--- config.mk ---
export PLATFORM = sky130hd
export DESIGN_NAME = bp_btb
export DESIGN_NICKNAME = d
export VERILOG_FILES = /design/src/source/bp_pkg.sv /design/src/source/bp_btb.sv
export SDC_FILE = /design/constraint.sdc
export NUM_CORES = 2
export LEC_CHECK = 0
export ABC_AREA = 1
export BUFFER_PORTS_ARGS = -buffer_cell sky130_fd_sc_hd__buf_2
export CORE_ASPECT_RATIO = 0.9
export CORE_MARGIN = 10
export CORE_UTILIZATION = 30
export CTS_CLUSTER_SIZE = 24
export DETAILED_ROUTE_END_ITERATION = 10
export GPL_TIMING_DRIVEN = 1
export PLACE_DENSITY = 0.43
export SLEW_MARGIN = 10
export SYNTH_ARGS = -nofsm -noshare
export SYNTH_HDL_FRONTEND = slang
export SYNTH_SLANG_ARGS = --single-unit
--- constraint.sdc ---
create_clock -name clock -period 4.52 [get_ports clock]
set_input_delay 0.452 -clock clock [delete_from_list [all_inputs] [get_ports clock]]
set_output_delay 0.452 -clock clock [all_outputs]
set_load 0.005 [all_outputs]
--- src/source/bp_pkg.sv ---
// Shared predictor types; address width fixed at 32 bits and fetch assumes 4-byte instructions
package bp_pkg;

    // ------------------------------
    // Address geometry
    // ------------------------------
    localparam int ADDR_W     = 32;
    localparam int ALIGN_BITS = 2;

    // Sequential fall-through step
    localparam logic [ADDR_W-1:0] INSN_STEP = ADDR_W'(4);

    // ------------------------------
    // Two-bit saturating counter
    // ------------------------------
    // Upper bit is the predicted direction
    typedef enum logic [1:0] {
        STRONG_NOT_TAKEN = 2'b00,
        WEAK_NOT_TAKEN   = 2'b01,
        WEAK_TAKEN       = 2'b10,
        STRONG_TAKEN     = 2'b11
    } bp_counter_e;

    // ------------------------------
    // Control transfer kind
    // ------------------------------
    typedef enum logic [2:0] {
        KIND_NONE   = 3'd0,
        KIND_COND   = 3'd1,
        KIND_JUMP   = 3'd2,
        KIND_CALL   = 3'd3,
        KIND_RETURN = 3'd4
    } bp_kind_e;

    // One saturating step toward the actual outcome
    function automatic bp_counter_e next_counter(input bp_counter_e cur, input logic taken);
        bp_counter_e nxt;
        case (cur)
            STRONG_NOT_TAKEN: nxt = taken ? WEAK_NOT_TAKEN : STRONG_NOT_TAKEN;
            WEAK_NOT_TAKEN:   nxt = taken ? WEAK_TAKEN : STRONG_NOT_TAKEN;
            WEAK_TAKEN:       nxt = taken ? STRONG_TAKEN : WEAK_NOT_TAKEN;
            STRONG_TAKEN:     nxt = taken ? STRONG_TAKEN : WEAK_TAKEN;
            default:          nxt = STRONG_NOT_TAKEN;
        endcase
        return nxt;
    endfunction

endpackage

--- src/source/bp_btb.sv ---
// Direct-mapped BTB; aliasing beyond TAG_BITS is not detected and targets are stored unchecked
`timescale 1ns/1ps

module bp_btb #(
    parameter int BTB_BITS = 6,
    parameter int TAG_BITS = 8
) (
    input  logic                        clock,
    input  logic                        reset,
    input  logic [bp_pkg::ADDR_W-1:0]   lookup_pc_i,
    input  logic                        write_i,
    input  logic [bp_pkg::ADDR_W-1:0]   write_pc_i,
    input  logic [bp_pkg::ADDR_W-1:0]   write_target_i,
    output logic                        hit_o,
    output logic [bp_pkg::ADDR_W-1:0]   target_o
);

    localparam int BTB_SIZE = 1 << BTB_BITS;
    localparam int TAG_LSB  = bp_pkg::ALIGN_BITS + BTB_BITS;

    logic [BTB_SIZE-1:0]        valid_q;
    logic [TAG_BITS-1:0]        tag_mem    [BTB_SIZE];
    logic [bp_pkg::ADDR_W-1:0]  target_mem [BTB_SIZE];

    logic [BTB_BITS-1:0]        lookup_idx;
    logic [TAG_BITS-1:0]        lookup_tag;
    logic [BTB_BITS-1:0]        write_idx;
    logic [TAG_BITS-1:0]        write_tag;

    // ------------------------------
    // Address split
    // ------------------------------
    assign lookup_idx = lookup_pc_i[bp_pkg::ALIGN_BITS +: BTB_BITS];
    assign lookup_tag = lookup_pc_i[TAG_LSB +: TAG_BITS];
    assign write_idx  = write_pc_i[bp_pkg::ALIGN_BITS +: BTB_BITS];
    assign write_tag  = write_pc_i[TAG_LSB +: TAG_BITS];

    // Combinational lookup
    assign hit_o    = valid_q[lookup_idx] && (tag_mem[lookup_idx] == lookup_tag);
    assign target_o = target_mem[lookup_idx];

    // ------------------------------
    // Update
    // ------------------------------
    always_ff @(posedge clock or posedge reset) begin
        if (reset) begin
            valid_q <= '0;
        end else if (write_i) begin
            valid_q[write_idx] <= 1'b1;
        end
    end

    // A new tag simply replaces the old entry
    always_ff @(posedge clock) begin
        if (write_i) begin
            tag_mem[write_idx]    <= write_tag;
            target_mem[write_idx] <= write_target_i;
        end
    end

endmodule

== Yosys cells after proc, flatten, opt, wreduce, memory -nomap -nowiden ==
Memory sizes are Yosys's and may differ from the RTL's.
Cells that the tools add are included.
Storage, ports and cells
  bits in registers: 64
  bits in writable memories: 2560
  input bits: 99
  output and inout bits: 33
  logic and storage cells: 16
  memories: 2
Memories
  target_mem: depth 64, bits a word 32, rd ports 1, clocked after Yosys merged registers in 0, wr ports 1, RTL line bp_btb.sv:23  | logic [bp_pkg::ADDR_W-1:0] target_mem [BTB_SIZE];
  tag_mem: depth 64, bits a word 8, rd ports 1, clocked after Yosys merged registers in 0, wr ports 1, RTL line bp_btb.sv:22  | logic [TAG_BITS-1:0] tag_mem [BTB_SIZE];
Cells by class
  order comparisons: 3
  eq/ne operators: 1
  multiplexer cells: 6
  bitwise gates (word level): 1
  reduce and logical (&&, ||, !) cells: 2
Operator list (count)
  64-bit OR: 1
  6-bit by 7-bit less-than comparator with 1-bit output (second input constant): 2
  8-bit == test: 1
  1-bit binary-select mux with 6-bit select: 1
  1-bit demux with 6-bit select: 1
  6-bit by 1-bit >= comparator with 1-bit output (second input constant): 1
  1-bit 2-to-1 mux: 4
  1-bit logical AND: 2

== Logic depth before layout (Yosys ltp) ==
  word-level depth: 5
  gate-level depth with buffers: 18
  mapped depth without buffers: 15

== Worst setup path before layout ==
Ideal clock, no wire load.
  path type: input to register
  from: in write_pc_i[2] in the netlist's numbering
  to: reg valid_q[25]
  library setup time: 0.088 ns
  data arrival time: 5.367 ns
  data required time: 4.432 ns
  slack: -0.936 ns
  cell stages on the path: 4
  buffers on the path: 1
  cell sequence: clkbuf_1 clkinv_1 nor4_1 or2_2
Between the ends
  word-level cells in the longest chain between the ends: 5
  elaborated cells on any way between the ends: 6
  classes of those cells: order compare (2); mux (2); bitwise (1); reduce/logical (1)
Ends and longest elaborated chain
  from (decl): RTL line bp_btb.sv:12  | input logic [bp_pkg::ADDR_W-1:0] write_pc_i,
  6-bit by 7-bit less-than comparator with 1-bit output (not written as such) or 6-bit by 1-bit >= comparator with 1-bit output (tied branches): RTL line bp_btb.sv:49  | valid_q[write_idx] <= 1'b1;
  1-bit logical AND (not written as such): RTL line bp_btb.sv:49
  1-bit 2-to-1 mux (not written as such): RTL line bp_btb.sv:49
  1-bit demux with 6-bit select *: RTL line bp_btb.sv:49
  64-bit OR (no line) *
  to (signal assigned): RTL line bp_btb.sv:47  | valid_q <= '0;
  to (signal, indexed assignment): RTL line bp_btb.sv:49
  to (decl): RTL line bp_btb.sv:21  | logic [BTB_SIZE-1:0] valid_q;
Mark *: on every way between the ends. The rest lies on a longest branch, timed or not.
A chain may end at the register's enable or synchronous reset.

== Worst setup path in the final report ==
  from: in lookup_pc_i[3] in the netlist's numbering
  to: out target_o[12] in the netlist's numbering
Between the ends
  word-level cells in the longest chain between the ends: 1
Ends and longest elaborated chain
  from (decl): RTL line bp_btb.sv:10  | input logic [bp_pkg::ADDR_W-1:0] lookup_pc_i,
  memory read 64 x 32 bit
  to (decl): RTL line bp_btb.sv:15  | output logic [bp_pkg::ADDR_W-1:0] target_o
Every way passes these cells.

==> summary.txt <==
Detailed routing
  • Initial DRC Count: 6578
  • DRT Wirelength: between 300000 and 400000 um
  • Vias: about 68000
  • Drt pass-1 iters: 5
  • Final ANT Viol Nets: 0
  • DRC: 0
  • Vias/cell: 5.30
  • Wire length per cell: 28.4 um

Global routing
  • Largest net degree at the start of global routing: 145
  • GRT overflow: 0
  • Initial antenna violation count: 33
  • Tot GR Track Use: between 10% and 20%
  • First-pass GRT wire length: 508000 um
  • Vias in the first global route: 64967

Logic synthesis
  • Top cell type's share of synthesized area: 74.4%
  • Ys async rst share: 2.44%
  • Dominant cells by area after synthesis: edfxtp_1 74%, o21ai_0 5.9%, nor2_1 4.8%
  • Flops & latches, synth: 2624
  • Post-synth EDFFs: 2560
  • Netlist cell types: 30
  • Syn Area/Cell: 13.0 sq um
  • Ys Warns: 0
  • Register area share after synthesis: 75.9%
  • Syn_nets: 8038
  • Post-synth top flop: edfxtp_1
  • Post-Synthesis Cell Area: ~100000 sq um
  • Yosys top cell by area: edfxtp_1
  • Cells after synthesis: 7939

Clock tree
  • Reg clk slew, reported paths: 0.06 ns
  • CTS tree: yes
  • # Post-CTS Setup Buffers: 0
  • Clock latency at the later pin of the worst-skew pair: about 0.85 ns
  • CTS Sinks: roughly 2600
  • Inserted Clock Buffers: 289
  • H-tree levels: 5
  • CTS Buffer Depth: 4
  • CTS root buf: clkbuf_16

Placement
  • Hpwl dp: approximately 190000 um
  • Port buffer count: 95
  • GP Congestion: 0.755
  • Placed cell count: ~12000

STA
  • Tmin final: approximately 3.9 ns
  • Hold Slack: 0.195 ns
  • Final slew viol count: 0
  • Max Clock Skew: 0 ns
  • Hold Violations, Final: 0
  • RSZ-0062 raised after global routing: false
  • Relative slew slack: between 20% and 30%
  • Crit share post-route: 85.3%
  • Final setup fails: 0
  • Worst slew pin tran: between 1 and 1.5 ns
  • Final TNS setup: 0 ns
  • F_max: 0.259 GHz

Finish
  • Non-Filler Instances: 12826
  • Reg area: 78500 sq um
  • Ratio of cells with drive above 1 in the final layout: 11.0%
  • Multi-input logic area: 22400 sq um
  • Fillers: 33391
  • Fin nets: 8159
  • Most common cell after layout, fill and taps aside: edfxtp_1
  • Area grow syn2layout: 16.2%
  • Commonest non-fill, non-tap cells in the layout: 2560 x edfxtp_1, 1266 x nor2_1, 1219 x o21ai_0

Job
  • Total of max-cap violations: 0

Worst setup path
  • Worst setup path class: primary input to primary output
  • Crit Path Max Fanout: a little over 60
  • CP Capture Type: primary output
  • Flop2flop setup slack: roughly 3.7 ns
  • Critical path data required time: 4.07 ns
  • Critical path launch point type: primary input
  • Critical path data arrival time: 3.41 ns

Floorplanning
  • I/O Pins: 132
  • Die Area: 369000 sq um
  • Row count: 204
  • Starting Density: 30.1%
  • Core ar.: 343000 sq um
  • Die Y-Extent: 577 um
  • Die X: 639 um

Run status
  • Status: completed

Hold path
  • Hold crit path type: primary input to register

Power
  • PwrDens: approximately 440 nW/um^2
  • Leakage: 38.7 nW
  • VDD IR max: 0.380 mV
-- per-stage QoR --
| step | util, % | instance area, sq um | power, mW | setup slack [ns] |
|---|---|---|---|---|
| floorplan | - | 103000 | 29.3 | -0.936 |
| global placement | 32.4 | 111000 | 30.8 | 0.724 |
| detailed placement | 32.4 | 111000 | 30.9 | 0.761 |
| CTS | 35.0 | 120000 | 53.7 | 0.753 |
| global route | 35.0 | 120000 | 54.9 | 0.579 |
| finish | 35.0 | 120000 | 53.1 | 0.663 |
-- where the power goes --
part / switching (mW) / total, mW / leakage, nW / internal, mW
sequential: 0.0774 / 27.0 / 23.8 / 27.0
combinational: 2.36 / 3.28 / 10.5 / 0.919
clock: 9.64 / 22.8 / 4.37 / 13.2
total: 12.1 / 53.1 / 38.7 / 41.1
-- critical path, cell delays in order --
cell     delay (ns)
buf_8          0.29
inv_8          0.29
buf_12         0.31
buf_12         0.24
o21ai_0        0.11
o22ai_1        0.09
nand2_1        0.06
a21oi_1        0.06
o31ai_1        0.74
o22ai_1        0.15
buf_4          0.22
buf_2          0.14
-- cells in the mapped netlist (27+ instances only) --
cell / count
edfxtp_1: 2560
nor2_1: 1322
o21ai_0: 1219
nand2_1: 714
o22ai_1: 632
nand3_1: 562
clkbuf_1: 288
buf_2: 168
o21ai_1: 82
buf_4: 76
dfrtp_1: 64
a21oi_1: 56
or2_2: 54
inv_1: 27
-- registers in the layout, indices dropped and copies added, names as in the netlist --
signal / count
target_mem: 2048
valid_q: 64
tag_mem: 512
-- logic make-up (layout without fill, tap and decap cells) --
group	Yosys count	in the layout	synth area share (%)
XOR/XNOR	1	1	0.00847
AO/OA/AOI/OAI	2015	2015	10.6
AND/OR/NAND/NOR	2690	2690	10.7
buffers and inverters	609	952	2.85
other	0	12	0
flip-flops	2624	2624	75.9
-- cell type report --
cell class	count	share of cell area, %
Timing Repair Buffer	408	3.65
Clock inverter	150	1.00
Inverter	31	0.133
Clock buffer	363	6.44
Sequential cell	2624	65.3
Antenna cell	12	0.0250
Multi-Input combinational cell	4706	18.7
Tap cell	4532	4.72
-- final timing paths --
check / from / endpoint / cells after the start
setup / recovery: lookup_pc_i[3] / target_o[12] / 12
hold / removal: write_target_i[16] / target_mem[13][16] / 1
setup reg to reg: valid_q[23] / valid_q[23] / 1
hold reg to reg: valid_q[18] / valid_q[18] / 2
max in group asynchronous: reset / valid_q[53] / 4
min in group asynchronous: reset / valid_q[4] / 3
-- per-layer routing --
layer / GRT usage, % / vias to the layer above / part of all wire [%]
li1: - / 29747 / -
met1: 26.5 / 35406 / 45
met2: 31.3 / 2230 / 47
met3: 2.28 / 533 / 5.5
met4: 5.04 / 2 / 2.6
met5: 0 / - / 0.0049
-- what timing repair did --
item / in CTS / in global routing
gates resized for setup: 0 / 0
hold buffers: 1 / 0
hold endpoints to repair: 29 / 0
Note: power is estimated with default switching activity, not from simulation.
