### src/source/bp_pkg.sv
// Shared predictor types; address width fixed at 32 bits and fetch assumes 4-byte instructions
package bp_pkg;

    // ------------------------------
    // Address geometry
    // ------------------------------
    localparam int ADDR_W     = 32;
    localparam int ALIGN_BITS = 2;

    // Sequential fall-through step
    localparam logic [ADDR_W-1:0] INSN_STEP = ADDR_W'(4);

    // ------------------------------
    // Two-bit saturating counter
    // ------------------------------
    // Upper bit is the predicted direction
    typedef enum logic [1:0] {
        STRONG_NOT_TAKEN = 2'b00,
        WEAK_NOT_TAKEN   = 2'b01,
        WEAK_TAKEN       = 2'b10,
        STRONG_TAKEN     = 2'b11
    } bp_counter_e;

    // ------------------------------
    // Control transfer kind
    // ------------------------------
    typedef enum logic [2:0] {
        KIND_NONE   = 3'd0,
        KIND_COND   = 3'd1,
        KIND_JUMP   = 3'd2,
        KIND_CALL   = 3'd3,
        KIND_RETURN = 3'd4
    } bp_kind_e;

    // One saturating step toward the actual outcome
    function automatic bp_counter_e next_counter(input bp_counter_e cur, input logic taken);
        bp_counter_e nxt;
        case (cur)
            STRONG_NOT_TAKEN: nxt = taken ? WEAK_NOT_TAKEN : STRONG_NOT_TAKEN;
            WEAK_NOT_TAKEN:   nxt = taken ? WEAK_TAKEN : STRONG_NOT_TAKEN;
            WEAK_TAKEN:       nxt = taken ? STRONG_TAKEN : WEAK_NOT_TAKEN;
            STRONG_TAKEN:     nxt = taken ? STRONG_TAKEN : WEAK_TAKEN;
            default:          nxt = STRONG_NOT_TAKEN;
        endcase
        return nxt;
    endfunction

endpackage

### src/source/bp_ras.sv
// Return address stack; pushes past RAS_DEPTH are dropped and there is no mispredict repair
`timescale 1ns/1ps

module bp_ras #(
    parameter int RAS_DEPTH = 8
) (
    input  logic                        clock,
    input  logic                        reset,
    input  logic                        push_i,
    input  logic [bp_pkg::ADDR_W-1:0]   push_addr_i,
    input  logic                        pop_i,
    output logic [bp_pkg::ADDR_W-1:0]   top_o,
    output logic                        empty_o
);

    localparam int IDX_W = $clog2(RAS_DEPTH);
    localparam int PTR_W = IDX_W + 1;

    if (RAS_DEPTH != (1 << IDX_W)) begin : g_bad_depth
        $error("bp_ras needs a power of two RAS_DEPTH");
    end

    logic [bp_pkg::ADDR_W-1:0]  stack [RAS_DEPTH];
    logic [PTR_W-1:0]           ptr_q;
    logic                       do_pop;
    logic                       do_push;
    logic [IDX_W-1:0]           wr_slot;
    logic [IDX_W-1:0]           top_slot;

    // Pointer counts entries, top lives one below it
    assign top_slot = IDX_W'(ptr_q - 1'b1);
    assign empty_o  = (ptr_q == '0);
    assign top_o    = empty_o ? '0 : stack[top_slot];

    // Guards against underflow and overflow
    assign do_pop  = pop_i && !empty_o;
    assign do_push = push_i && ((ptr_q < PTR_W'(RAS_DEPTH)) || do_pop);

    // Push with pop overwrites the current top
    assign wr_slot = do_pop ? top_slot : IDX_W'(ptr_q);

    always_ff @(posedge clock or posedge reset) begin
        if (reset) begin
            ptr_q <= '0;
        end else if (do_push && !do_pop) begin
            ptr_q <= ptr_q + 1'b1;
        end else if (do_pop && !do_push) begin
            ptr_q <= ptr_q - 1'b1;
        end
    end

    always_ff @(posedge clock) begin
        if (do_push) begin
            stack[wr_slot] <= push_addr_i;
        end
    end

    a_ptr_in_range: assert property (@(posedge clock) disable iff (reset)
        ptr_q <= PTR_W'(RAS_DEPTH));

endmodule

### config.mk
export PLATFORM = sky130hd
export DESIGN_NAME = bp_ras
export DESIGN_NICKNAME = d
export VERILOG_FILES = /design/src/source/bp_pkg.sv /design/src/source/bp_ras.sv
export SDC_FILE = /design/constraint.sdc
export NUM_CORES = 1
export LEC_CHECK = 0
export ABC_AREA = 0
export BUFFER_PORTS_ARGS = -buffer_cell sky130_fd_sc_hd__buf_2
export CAP_MARGIN = 20
export CORE_UTILIZATION = 30
export DETAILED_ROUTE_END_ITERATION = 10
export HOLD_SLACK_MARGIN = 0.08
export PLACE_DENSITY = 0.47
export SYNTH_ARGS = -nofsm -noshare
export SYNTH_HDL_FRONTEND = slang
export SYNTH_SLANG_ARGS = --single-unit
### constraint.sdc
create_clock -name clock -period 4.8 [get_ports clock]
set_input_delay 1.44 -clock clock [delete_from_list [all_inputs] [get_ports clock]]
set_output_delay 1.44 -clock clock [all_outputs]
set_load 0.005 [all_outputs]
# Word level (Yosys, flattened, before mapping)
# Memories as Yosys holds them, arrays and structs flattened.
# Index checks and enable logic that the tools add are counted.
dict set report op_classes {
  n_mux 6
  n_addsub 2
  order_cmp 1
  n_reduce_logical 10
}
# cell n
set op_table {}
lappend op_table {{$mux W32} 1}
lappend op_table {{$mux W4} 2}
lappend op_table {{$add A4 B1 Y4 const B} 1}
lappend op_table {{$logic_and A1 B1 Y1} 4}
lappend op_table {{$logic_not A4 Y1} 1}
lappend op_table {{$lt A4 B4 Y1 const B} 1}
lappend op_table {{$sub A4 B1 Y4 const B} 1}
lappend op_table {{$logic_not A1 Y1} 3}
lappend op_table {{$mux W3} 1}
lappend op_table {{$mux W1} 2}
lappend op_table {{$reduce_bool A2 Y1} 1}
lappend op_table {{$logic_or A1 B1 Y1} 1}
dict set report word_totals {
  ram_bits 256
  output_inout_bits 33
  input_bits 36
  ff_bits 4
  word_cells 21
  memories 1
}
# name depth width rd rd_ports_with_merged_regs wr line_no
set memory_table {}
lappend memory_table {stack 8 32 1 0 1 bp_ras.sv:23} ;# logic [bp_pkg::ADDR_W-1:0] stack [RAS_DEPTH];

# Logic depth before layout (Yosys ltp)
dict set report depth {
  ltp_word 9
  mapped_depth 11
  ltp_nobuf 6
}

# Worst setup path before layout
# Ideal clock, no wire load.
dict set report synth_timing {
  kind {in2reg}
  start {in pop_i}
  end {mem stack[3][0] in the netlist's numbering (enable)}
  stages 4
  n_path_buf 1
  arrival_time_ns 3.453
  t_required_ns 4.379
  setup_ns 0.421
  setup_slack_ns 0.926
  cell_sequence {clkbuf_1 nor2b_1 a32oi_1 nor2_1}
}
dict set report synth_via {
  elab_chain_cells 5
  word_cells_on_any_way 6
  cone_classes {3 x mux; 3 x reduce/logical}
}
# item line_no
set synth_rtl {}
lappend synth_rtl {{start: declaration} bp_ras.sv:11} ;# input logic pop_i,
lappend synth_rtl {{$logic_and A1 B1 Y1 (*)} bp_ras.sv:36} ;# assign do_pop = pop_i && !empty_o;
lappend synth_rtl {{$logic_or A1 B1 Y1} bp_ras.sv:37} ;# assign do_push = push_i && ((ptr_q < PTR_W'(RAS_DEPTH)) || do_pop);
lappend synth_rtl {{$logic_and A1 B1 Y1} bp_ras.sv:37}
lappend synth_rtl {{$mux W1} bp_ras.sv:53} ;# if (do_push) begin
lappend synth_rtl {{$mux W1 (implied by the code)} bp_ras.sv:54} ;# stack[wr_slot] <= push_addr_i;
lappend synth_rtl {{end: declaration} bp_ras.sv:23}
# Mark *: on every way between the ends. The rest lies on a longest branch, timed or not.

# Worst setup path after layout
dict set report layout_timing {
  start {reg ptr_q[1]}
  end {out top_o[14] in the netlist's numbering}
}
dict set report layout_via {
  elab_chain_cells 3
  word_cells_on_any_way 4
  cone_classes {1 x add/sub; 1 x mux; 1 x reduce/logical; 1 x memory}
}
# item line_no
set layout_rtl {}
lappend layout_rtl {{start: declaration} bp_ras.sv:24} ;# logic [PTR_W-1:0] ptr_q;
lappend layout_rtl {{start signal: assignment} bp_ras.sv:46} ;# ptr_q <= ptr_q + 1'b1;
lappend layout_rtl {{start signal: assignment} bp_ras.sv:48} ;# ptr_q <= ptr_q - 1'b1;
lappend layout_rtl {{$sub A4 B1 Y4} n/a}
lappend layout_rtl {{$mem_v2 Z8 W32} n/a}
lappend layout_rtl {{$mux W32 (*)} bp_ras.sv:33} ;# assign top_o = empty_o ? '0 : stack[top_slot];
lappend layout_rtl {{end: declaration} bp_ras.sv:12} ;# output logic [bp_pkg::ADDR_W-1:0] top_o,
# Marks and branches as above.

==> flow_metrics.py <==
metrics = {
    "outcome": {
        "outcome": "finished clean",
    },
    "global_route": {
        "grtUsageMet1_pct": 18.0,
        "busiest_layer": "met2",
        "grt_pass1_vias": 5060,
        "grt_max_degree": 70,
        "grt_antenna_before_repair": 2,
        "use_met3_pct": 2.54,
        "grt_pass1_wl_mm": 32.4,
        "grt.total_usage_pct": 12.9,
        "grtUsageMet2_pct": 20.7,
        "grt.overflow.total": 0,
    },
    "yosys": {
        "yosys_register_bits": 260,
        "synth_fa_ha_area_share_pct": 0.248,
        "synthCells": 447,
        "yosysUniqueCellTypes": 33,
        "synthXorXnorAreaFrac_pct": 0.174,
        "yosys.area_share.simple_pct": 1.49,
        "synth_compound_area_share_pct": 4.18,
        "synth_top_cell_by_area": "edfxtp_1",
        "ys.warnings.count": 0,
        "synthesis.area_sq_um": 10100,
        "synth_seq_area_share_pct": 77.2,
        "yosys.area.top_type_share_pct": 76.2,
        "muxShareOfSynthArea_pct": 14.7,
        "synth_top_family_by_area": "multiplexers",
        "synth_area_per_cell_sq_um": 22.6,
        "netlist_top_cells_area": "edfxtp_1 76%, mux4_2 12%, a22o_1 2.8%, mux4_1 2.3%, dfrtp_1 0.99%",
        "syn_nets": 485,
    },
    "power": {
        "p_int_w": 0.00537,
        "p_leak_nw": 3.87,
        "power_frac_clock_pct": 24.9,
        "comb_power_share_pct": 38.1,
        "powerDensity_nw_per_um2": 662,
        "sw_frac_of_total_pct": 31.8,
        "switchingPower_w": 0.00251,
        "pwr-share-seq_pct": 37.1,
        "peakVddDrop_v": 0.000474,
    },
    "final_layout": {
        "syn2layout_area_growth_pct": 18.1,
        "final_cell_mix": "256 x edfxtp_1, 68 x buf_2, 55 x mux4_2, 32 x a22o_1, 29 x clkbuf_16",
        "final_common_cell": "edfxtp_1",
        "fillers": 3006,
        "drive_gt1_share_pct": 33.5,
        "nNetsFinal": 569,
        "fin_util_pct": 36.3,
    },
    "detailed_routing": {
        "drtPass1Iterations": 5,
        "detail-route-antenna-nets": 0,
        "wl_per_cell_um": 21.7,
        "drt_iter0_drc": 403,
        "wl_mm": 21.6,
        "drc": 0,
        "viasPerCell": 4.78,
        "vias": 4757,
    },
    "sta": {
        "final.period_utilization_pct": 92.2,
        "relSlewSlack_pct": 31.2,
        "slew_viol_final": 0,
        "rsz0062_at_grt": "false",
        "hold_viol": 0,
        "fin_ws_ns": 0.377,
        "hold_ws_ns": 0.674,
        "finalSetupTns_ns": 0,
        "max_freq_mhz": 226,
        "max_slew.worst_pin.slew_ns": 1.03,
        "setup_violations": 0,
        "skew_ns": 0.00684,
        "min_period_ns": 4.42,
    },
    "place": {
        "dpl.hpwl_mm": 12.4,
        "routabilityCongestion": 0.678,
        "io_buffers": 68,
        "dp_worst_setup_slack_ns": 0.869,
    },
    "floorplan": {
        "die_height_um": 185,
        "fp.coreArea_sq_um": 32800,
        "die_area_sq_um": 34300,
        "start_util_pct": 30.8,
        "dieWidth_um": 185,
        "fp-row-count": 66,
        "num_io_pins": 69,
    },
    "worst_setup_path": {
        "critPathMaxFanout": 69,
        "critPathBufInv": 2,
        "max_stage_delay_ns": 0.98,
        "required_ns": 3.36,
        "timing.setup.critical_path_class": "reg2out",
        "cp-start-kind": "flop",
        "r2r_slack_ns": 1.46,
        "crit_family": "adder cells",
        "crit_chain": "inv_1 > ha_4 > mux4_2 > a22o_1 > buf_2",
        "setup.worst_path.end_class": "primary output",
        "critPathArrivalTime_ns": 2.98,
        "cp_slowest_cell": "ha_4",
    },
    "cts": {
        "tritoncts": "built",
        "postCtsSetupBuffers": 0,
        "clockBufferDepth": 3,
        "insertion_delay_ns": 0.52,
        "numClockSinks": 260,
        "path_clk_slew_ns": 0.06,
        "hold_buffers": 0,
        "htreeDepth": 1,
        "root_buffer": "clkbuf_16",
        "cts-resized-gates": 0,
        "cts_buffers": 28,
    },
    "flow_run": {
        "maxCapViolCount": 0,
    },
    "min_path": {
        "min_path_type": "reg2reg",
    },
}
-- metal layers --
metal  share of wire [%]  vias up
met3                 4.6       33
met2                  48      103
met1                  46     2535
li1                    -     2084
met4                 1.7        2
met5               0.060        -
-- cells by family (layout without fill, tap and decap cells) --
kind of cell / count (synthesis) / after routing
other: 0 / 1
DFF: 260 / 260
muxes: 65 / 65
xor gates and xnor gates: 2 / 2
and+or+nand+nor: 30 / 30
adders and majority gates: 2 / 2
buffers and inverters: 33 / 138
AOI/OAI and AO/OA: 55 / 55
-- metrics by stage --
stage / std cells / instance area (sq um) / power [W]
after floorplan: 447 / 10100 / 0.00489
after global placement: 942 / 11100 / 0.00604
after detailed placement: 943 / 11100 / 0.00608
after CTS: 994 / 11900 / 0.00806
after global routing: 994 / 11900 / 0.00831
final: 995 / 11900 / 0.00788
-- cell usage after synthesis, drive strengths merged --
cell    instances
nor4            1
o21ai           7
a32oi           2
a211oi          1
o311ai          1
a21oi           6
edfxtp        256
nor2           13
inv             6
nand2           4
clkbuf          9
nor2b           1
a221o           1
xnor2           2
mux4           64
nor3b           1
o211ai          1
a22o           32
dfrtp           4
ha              2
o22ai           1
a31oi           3
and3            3
or2             1
buf            18
nand3b          1
nand3           2
nand2b          3
mux2i           1
-- path summary, 6_finish.rpt --
check / start / cells after the start / to
worst min-delay path: ptr_q[3] / 1 / ptr_q[3]
worst max register to register: ptr_q[1] / 7 / stack[1][2]
max in group asynchronous: reset / 2 / ptr_q[0]
min in group asynchronous: reset / 2 / ptr_q[3]
worst min register to register: ptr_q[3] / 1 / ptr_q[3]
worst max-delay path: ptr_q[1] / 5 / top_o[14]
-- power groups by stage --
stage,Sequential [W],Combinational (W),Clock [W]
6_report,0.00292,0.00300,0.00196
2_1_floorplan,0.00293,0.00196,0
3_3_place_gp,0.00295,0.00309,0
5_1_grt,0.00295,0.00326,0.00210
3_5_place_dp,0.00297,0.00311,0
4_1_cts,0.00292,0.00312,0.00202
-- flip-flops by register name, summed over array words and instances, names as in the netlist --
name,flops
ptr_q,4
stack,256
-- layout make-up --
cell class | count | area (sq um) | share of cell area, %
sequential | 260 | 7790 | 65.4
multi-input combinational | 154 | 2190 | 18.4
clock buffer | 32 | 737 | 6.19
tap | 442 | 553 | 4.64
timing repair buffer | 81 | 504 | 4.23
clock inverter | 19 | 108 | 0.904
inverter | 6 | 22.5 | 0.189
antenna | 1 | 2.50 | 0.0210
Power figures use the tool's default switching activity.
