==> src/source/bp_stats.sv <==
// Retire statistics; counters wrap silently at STAT_W bits
`timescale 1ns/1ps

module bp_stats #(
    parameter int STAT_W = 32
) (
    input  logic              clock,
    input  logic              reset,
    input  logic              train_valid_i,
    input  logic              train_mispredict_i,
    output logic [STAT_W-1:0] total_o,
    output logic [STAT_W-1:0] correct_o
);

    logic [STAT_W-1:0] total_q;
    logic [STAT_W-1:0] correct_q;

    // Every retiring strobe counts, only clean ones count as correct
    always_ff @(posedge clock or posedge reset) begin
        if (reset) begin
            total_q   <= '0;
            correct_q <= '0;
        end else if (train_valid_i) begin
            total_q <= total_q + 1'b1;
            if (!train_mispredict_i) begin
                correct_q <= correct_q + 1'b1;
            end
        end
    end

    assign total_o   = total_q;
    assign correct_o = correct_q;

    a_correct_bounded: assert property (@(posedge clock) disable iff (reset)
        correct_o <= total_o);

endmodule

==> config.mk <==
export PLATFORM = sky130hd
export DESIGN_NAME = bp_stats
export DESIGN_NICKNAME = d
export VERILOG_FILES = /design/src/source/bp_stats.sv
export SDC_FILE = /design/constraint.sdc
export NUM_CORES = 1
export LEC_CHECK = 0
export ABC_CLOCK_PERIOD_IN_PS = 1900
export BUFFER_PORTS_ARGS = -buffer_cell sky130_fd_sc_hd__buf_4
export CAP_MARGIN = 20
export CORE_MARGIN = 2
export CORE_UTILIZATION = 45
export DETAILED_ROUTE_END_ITERATION = 12
export GPL_TIMING_DRIVEN = 0
export PLACE_DENSITY_LB_ADDON = 0.12
export SYNTH_ARGS = -nofsm -noshare
export SYNTH_HDL_FRONTEND = slang
export SYNTH_SLANG_ARGS = --single-unit
==> constraint.sdc <==
create_clock -name clock -period 1.9 [get_ports clock]
set_input_delay 0.285 -clock clock [delete_from_list [all_inputs] [get_ports clock]]
set_output_delay 0.285 -clock clock [all_outputs]
set_load 0.005 [all_outputs]
* After elaboration in Yosys (flattened, before gate mapping) *
Index checks and enable logic that the tools add are counted.

storage, ports and cells
  input bits = 4
  register bits after elaboration = 64
  logic and storage cells = 6
  output and inout port bits = 64

operators by class
  bitwise logic cells = 1
  reduce and logical (&&, ||, !) cells = 1
  $add $sub $neg = 2

operators by type and width
  kind                                                             count
  32-bit by 1-bit adder with 32-bit output, second input constant  2
  2-bit AND reduction                                              1
  1-bit inverter                                                   1

* Logic depth before layout (Yosys ltp) *
Gate-level depths: netlist (run 1).

  depth in word-level cells = 2
  mapped depth = 6

* Worst setup path before layout (run 1) *
Ideal clock, no wire load.

  path type = register to register
  from = register total_q[0], in the netlist total_o[0]
  to = register total_q[28], in the netlist total_o[28]
  setup time = 0.124 ns
  clock period less this slack = 1.592 ns
  cell stages (with the launch flop) = 7
  path slack = 0.308 ns
  path buffers = 1
  arrival time = 1.468 ns
  cell sequence = dfrtp_1 ha_1 nand3_1 nor4_1 buf_2 nand4_1 xnor2_1

between the ends
  word-level cells in the longest chain between the ends = 1

RTL lines
  what                                      line  text
  from (decl)                               15    logic [STAT_W-1:0] total_q;
  from (signal assigned)                    24    total_q <= total_q + 1'b1;
  32-bit by 1-bit adder with 32-bit output  24

No other way between the ends.
A chain may end at the register's enable or synchronous reset.

* Worst setup path after layout (run 1) *
  from = register total_q[0], in the netlist total_o[0]
  to = register total_q[30], in the netlist total_o[30]

Same word-level chain as after synthesis.

==> metrics.md, run 1 <==
| Metric | Value |
|---|---|
| Ratio of cells with drive above 1 in the final layout | 0.306 |
| Final setup vio count | 0 |
| Ys async rst share | 1.00 |
| Synth unique cells | 26 |
| Core area | 0.00635 mm² |
| CTS root buf | clkbuf_8 |
| CTS Sinks | between 60 and 70 |
| H-Tree Depth | 3 |
| Fin Hold WS | 0.178 ns |
| Main synth FF type | dfrtp_1 |
| Most common cell in the netlist | dfrtp_1 |
| Final #Nets | 341 |
| Pwr Density | around 880 mW/mm² |
| Seq/Total Area, Yosys | 0.540 |
| Postcts setup bufs | 0 |
| Vias in the first global route | 2157 |
| Peak VDD IR | 685 µV |
| Synth area leader | dfrtp_1 |
| Clock Latency Late Sink | 0.35 ns |
| Fin. Hold Viols | 0 |
| CP Class | flip-flop to flip-flop |
| I/O pin total | 68 |
| Compound-Gate Fraction of Synth Area | 0 |
| Area of the mapped netlist | 0.00297 mm² |
| RSZ-0062 raised after global routing | no |
| Max Slew Vio Count | 0 |
| Area Overhead vs Synth | 27.9% |
| CTS tree | yes |
| Via count | 2181 |
| Syn avg cell area | around 12 µm² |
| Simple-Gate Fraction of Synth Area | 0.244 |
| Buf/Inv on CP | 1 |
| Post-Place Cell Area | 0.00358 mm² |
| Post-synth top area share | 0.540 |
| Critical path endpoint category | flip-flop |
| Pin count of the biggest net entering global routing | 43 |
| Area of the die | 0.00726 mm² |
| Total gr overflow | 0 |
| ANT cells | 0 |
| DIE HEIGHT | 85.2 µm |
| Initial antenna violation count | 0 |
| Fmax | 0.576 GHz |
| Worst-Margin Slew | 0.497 ns |
| Global-route wire length before repair | 10400 µm |
| ANT nets after route | 0 |
| Drt first pass iters | 4 |
| Worst path required time | roughly 2.1 ns |
| Clock Skews | 0.00940 ns |
| Final min period | about 1.7 ns |
| Routability Congestion | 0.746 |
| Hpwl dp | around 4300 µm |
| Post-Synthesis Net Count | about 260 |
| Worst setup SP type | flip-flop |
| DRC viols | 0 |
| Synthesized flop and latch total | 64 |
| Post-route cell area | 0.00379 mm² |
| Mux share of post-synthesis cell area | 0.00759 |
| Synth Area in XOR/XNOR | 0.183 |
| Layout fillers | 564 |
| Core Rows | 29 |
| Synth area leaders | dfrtp_1 54%, xnor2_1 14%, nand4_1 6.3% |
| Input/output buffers | 66 |
| DR WL/cell | 14.7 µm |
| Slowest cell on the critical path | dfrtp_1 |
| Synth Area in Adders | 0.00844 |
| GRT Overall Usage | 0.182 |
| Max Cap Viol | 0 |
| Final Power | 3.35 mW |
| WL final | 6110 µm |
| DR vias/cell | roughly 5.2 |
| Starting Density | 0.467 |
| Drt first-iter violations | between 70 and 80 |
| Critical path cell sequence | ha_1 -> nand3_1 -> nor4_2 -> clkbuf_4 -> nand4_1 -> xnor2_1 |
| CP Data Arrival Time | 1.96 ns |
| Worst-path clk slew | 0.07 ns |
| CTS buffer count | 9 |
| Fin crit share | 0.913 |
| Critical path peak fanout | 10 |
| Number of flops mapped to enable cells by yosys | 0 |
| Synth Instances | 256 |
| Worst relative slew slack | 0.666 |
| Leak | roughly 1.9 nW |
| Die X | 85.2 µm |
| Status | completed |
| Synth top cells by count | 64 x dfrtp_1, 46 x xnor2_1, 30 x nand4_1 |
| CP top delay family | simple AND/OR/NAND/NOR gates |
| Worst Hold Class | primary input to flip-flop |
| Largest family of logic cells by synthesized area | simple AND/OR/NAND/NOR gates |
| CP max stage delay | approximately 0.42 ns |
| Synth warn | 0 |
| Max clock buf depth | 2 |
-- repair_timing --
action	CTS	global route
gates resized for setup	0	4
endpoints found under the hold margin	22	0
setup endpoints to repair	0	8
hold buffers	1	0
-- sequential cells by signal, summed over array words and instances, names as in the netlist --
signal,flops
correct_o,32
total_o,32
-- cell usage in the layout (no fill, tap or decap), types with 8 or more instances in the layout --
master | netlist | final
nor2_1 | 9 | 8
nand2_1 | 15 | 15
nand4_1 | 30 | 30
nand3_1 | 20 | 20
xor2_1 | 16 | 16
xnor2_1 | 46 | 46
and3_1 | 11 | 11
dfrtp_1 | 64 | 64
buf_4 | 1 | 67
clkbuf_8 | 0 | 9
-- cell type report --
cell class / instances / area [µm²] / area share
multi-input cells: 181 / 1330 / 0.351
inverters: 6 / 22.5 / 0.00594
flip-flops and latches: 64 / 1600 / 0.422
well taps: 77 / 96.3 / 0.0254
repair buffers: 68 / 526 / 0.139
clock buffers: 10 / 128 / 0.0336
clock inverters: 6 / 60.1 / 0.0158
plain buffers: 5 / 30.0 / 0.00792
-- cell families after synthesis --
| kind of cell | after synthesis |
|---|---|
| flip-flops | 64 |
| buffers and inverters | 11 |
| AND/OR/NAND/NOR | 115 |
| adder cells (fa/ha/maj) | 2 |
| multiplexers | 2 |
| XOR/XNOR | 62 |
-- where the power goes --
group | internal [mW] | switching (mW) | total [mW]
clock network | 0.599 | 0.544 | 1.14
registers | 1.50 | 0.204 | 1.70
logic | 0.303 | 0.197 | 0.499
-- layer usage --
layer | up-vias | part of all wire | GRT usage
li1 | 1062 | - | -
met1 | 1059 | 0.47 | 0.244
met3 | 8 | 0.056 | 0.0613
met5 | - | 0 | 0
met2 | 52 | 0.46 | 0.276
met4 | 0 | 0.015 | 0.0649
-- path summary, 6_finish.rpt --
kind / depth (start not counted) / slack (ns) / end / from
min: 2 / 0.18 / total_o[0] / train_valid_i
max in group asynchronous: 4 / 0.77 / total_o[7] / reset
min reg2reg: 1 / 0.48 / correct_o[31] / correct_o[31]
min in group asynchronous: 3 / 0.54 / correct_o[4] / reset
max reg2reg: 6 / 0.17 / total_o[30] / total_o[0]
max: 6 / 0.17 / total_o[30] / total_o[0]
-- metrics by stage --
| step | utilization | worst slack [ns] | instances | setup TNS [ns] |
|---|---|---|---|---|
| 5_1_grt | 0.597 | 0.0177 | 417 | 0 |
| 6_report | 0.597 | 0.165 | 417 | 0 |
| 2_1_floorplan | - | 0.0169 | 256 | 0 |
| 4_1_cts | 0.595 | 0.0370 | 417 | 0 |
| 3_5_place_dp | 0.564 | 0.0648 | 400 | 0 |
| 3_3_place_gp | 0.560 | -0.823 | 399 | -52.49 |
No activity file was read; power rests on OpenSTA's default activity.
==> run 2: changes to the inputs <==
--- a/config.mk
+++ b/config.mk
@@ -12,7 +12,7 @@
 export CORE_UTILIZATION = 45
 export DETAILED_ROUTE_END_ITERATION = 12
 export GPL_TIMING_DRIVEN = 0
-export PLACE_DENSITY_LB_ADDON = 0.12
+export PLACE_DENSITY = 0.71
 export SYNTH_ARGS = -nofsm -noshare
 export SYNTH_HDL_FRONTEND = slang
 export SYNTH_SLANG_ARGS = --single-unit
==> metrics.md, run 2 (synthesized netlist as in run 1, its figures left out) <==
| Metric | Value |
|---|---|
| Final Power | between 3 and 4 mW |
| Post-Place Cell Area | between 0.003 and 0.004 mm² |
| Most common cell after layout, fill and taps aside | buf_4 |
| Worst Setup Slack, final | between 0.1 and 0.15 ns |
| # placed instances | 400 |
| Clock Skews | approximately 0.008 ns |
| Fin Hold WS | 0.205 ns |
| DRC viols | 0 |
| Max clock buf depth | 2 |
| DR WL/cell | 14.3 µm |
| Drt first pass iters | 4 |
| Core Rows | 29 |
| Global-route wire length before repair | about 9900 µm |
| Worst Hold Class | primary input to flip-flop |
| Most frequent cells in the layout | 67 x buf_4, 64 x dfrtp_1, 46 x xnor2_1 |
| Ratio of cells with drive above 1 in the final layout | 0.297 |
| Reg2Reg Capture Point | total_o[26] |
| End of the worst hold path | total_o[0] |
| Max Cap Viol | 0 |
| Clock Latency Late Sink | 0.33 ns |
| Hpwl dp | 4270 µm |
| Final core occ | 0.599 |
| GRT Overall Usage | 0.174 |
| Hold path depth | 2 |
| Setup TNS | 0 ns |
| CP Class | flip-flop to flip-flop |
| Critical path endpoint category | flip-flop |
| Worst path required time | 2.12 ns |
| Pre-CTS setup slack | between 0.06 and 0.07 ns |
| Worst setup SP type | flip-flop |
| H-Tree Depth | 3 |
| Critical path cell sequence | nand3_1 -> nor4_1 -> nand4_1 -> xnor2_1 |
| Layout fillers | roughly 530 |
| Pin count of the biggest net entering global routing | 44 |
| Via count | between 2000 and 2500 |
| Final setup vio count | 0 |
| Pwr Density | about 900 mW/mm² |
| Worst r2r src | total_o[13] |
| Total gr overflow | 0 |
| Worst relative slew slack | 0.533 |
| CTS tree | yes |
| Area Overhead vs Synth | 28.2% |
| WL final | 5950 µm |
| Slowest cell on the critical path | nor4_1 |
| Routability Congestion | 0.780 |
| Initial antenna violation count | 0 |
| Starting Density | 0.467 |
| DIE HEIGHT | 85.2 µm |
| Postcts setup bufs | 0 |
| Area of the die | 0.00726 mm² |
| ANT cells | 0 |
| CP max stage delay | 0.68 ns |
| Core area | 0.00635 mm² |
| I/O pin total | 68 |
| Post-route cell area | 0.00380 mm² |
| Vias in the first global route | 2077 |
| RSZ-0062 raised after global routing | no |
| CTS Sinks | 64 |
| Die X | about 85 µm |
| Non-Filler Instances | 417 |
| ANT nets after route | 0 |
| Peak VDD IR | 782 µV |
| Reg-to-reg slack, setup | around 0.12 ns |
| CTS buffer count | 9 |
| Critical path peak fanout | 4 |
| Input/output buffers | 66 |
| Max Slew Vio Count | 0 |
| DR vias/cell | about 5.3 |
| Fin. Hold Viols | 0 |
| CP Data Arrival Time | approximately 2.0 ns |
| Leak | between 1.5 and 2 nW |
| Worst-path clk slew | 0.07 ns |
| Fmax | 0.562 GHz |
| Area of the multi-input gates | ~0.0013 mm² |
| Storage element area | 0.00160 mm² |
| Worst-Margin Slew | between 0.6 and 0.7 ns |
| Hold path start | train_valid_i |
| R2R depth | 4 |
| Final #Nets | 341 |
| CTS root buf | clkbuf_8 |
| Status | completed |
| Drt first-iter violations | between 60 and 70 |
| Final min period | 1.78 ns |
| Fin crit share | 0.937 |
-- run 2: cell count changes in the layout (fill, tap and decap cells not counted) --
cell,change
clkbuf_1,+1
nor3_4,+1
clkinv_2,-1
nor2_2,-1
nor4_1,+1
nor3_2,-1
nor4_2,-1
clkbuf_8,+2
clkinvlp_4,-2
nor2_1,+1
-- run 2: worst max path at each step --
stage | from | end | slack (ns) | cells after the start
after floorplan | reset | correct_o[0] | 0.02 | 1
after global placement | reset | correct_o[31] | -0.80 | 2
after detailed placement | total_o[0] | total_o[30] | 0.06 | 6
after CTS | total_o[0] | total_o[30] | 0.05 | 6
after global routing | total_o[12] | total_o[30] | 0.02 | 4
final | total_o[13] | total_o[26] | 0.12 | 4
-- run 2: worst max-delay path, delay by kind of cell (launching register included) --
kind / cells / cell delay (ns)
AND/OR/NAND/NOR: 3 / 1.11
flip-flops: 1 / 0.41
XOR/XNOR: 1 / 0.16
-- run 2: layer usage --
metal / part of all wire / GRT usage
met1: 0.46 / 0.231
met2: 0.48 / 0.273
met3: 0.047 / 0.0370
met4: 0.017 / 0.0866
met5: 0 / 0
-- run 2: what timing repair did --
item	CTS	global route
resized for setup	0	3
hold endpoints to repair	21	0
setup endpoints to repair	0	12
hold buffers	1	0
-- run 2: layout make-up --
| type | instances | share of cell area |
|---|---|---|
| clock buffers | 13 | 0.0418 |
| flip-flops and latches | 64 | 0.421 |
| well taps | 77 | 0.0253 |
| repair buffers | 68 | 0.138 |
| multi-input cells | 181 | 0.349 |
| plain buffers | 5 | 0.00790 |
| inverters | 6 | 0.00592 |
| clock inverters | 3 | 0.0105 |
-- run 2: where the power goes --
part	total, mW	internal (mW)	switching (mW)
combinational	0.505	0.303	0.202
sequential	1.70	1.50	0.194
clock	1.17	0.675	0.494
total	3.37	2.48	0.890
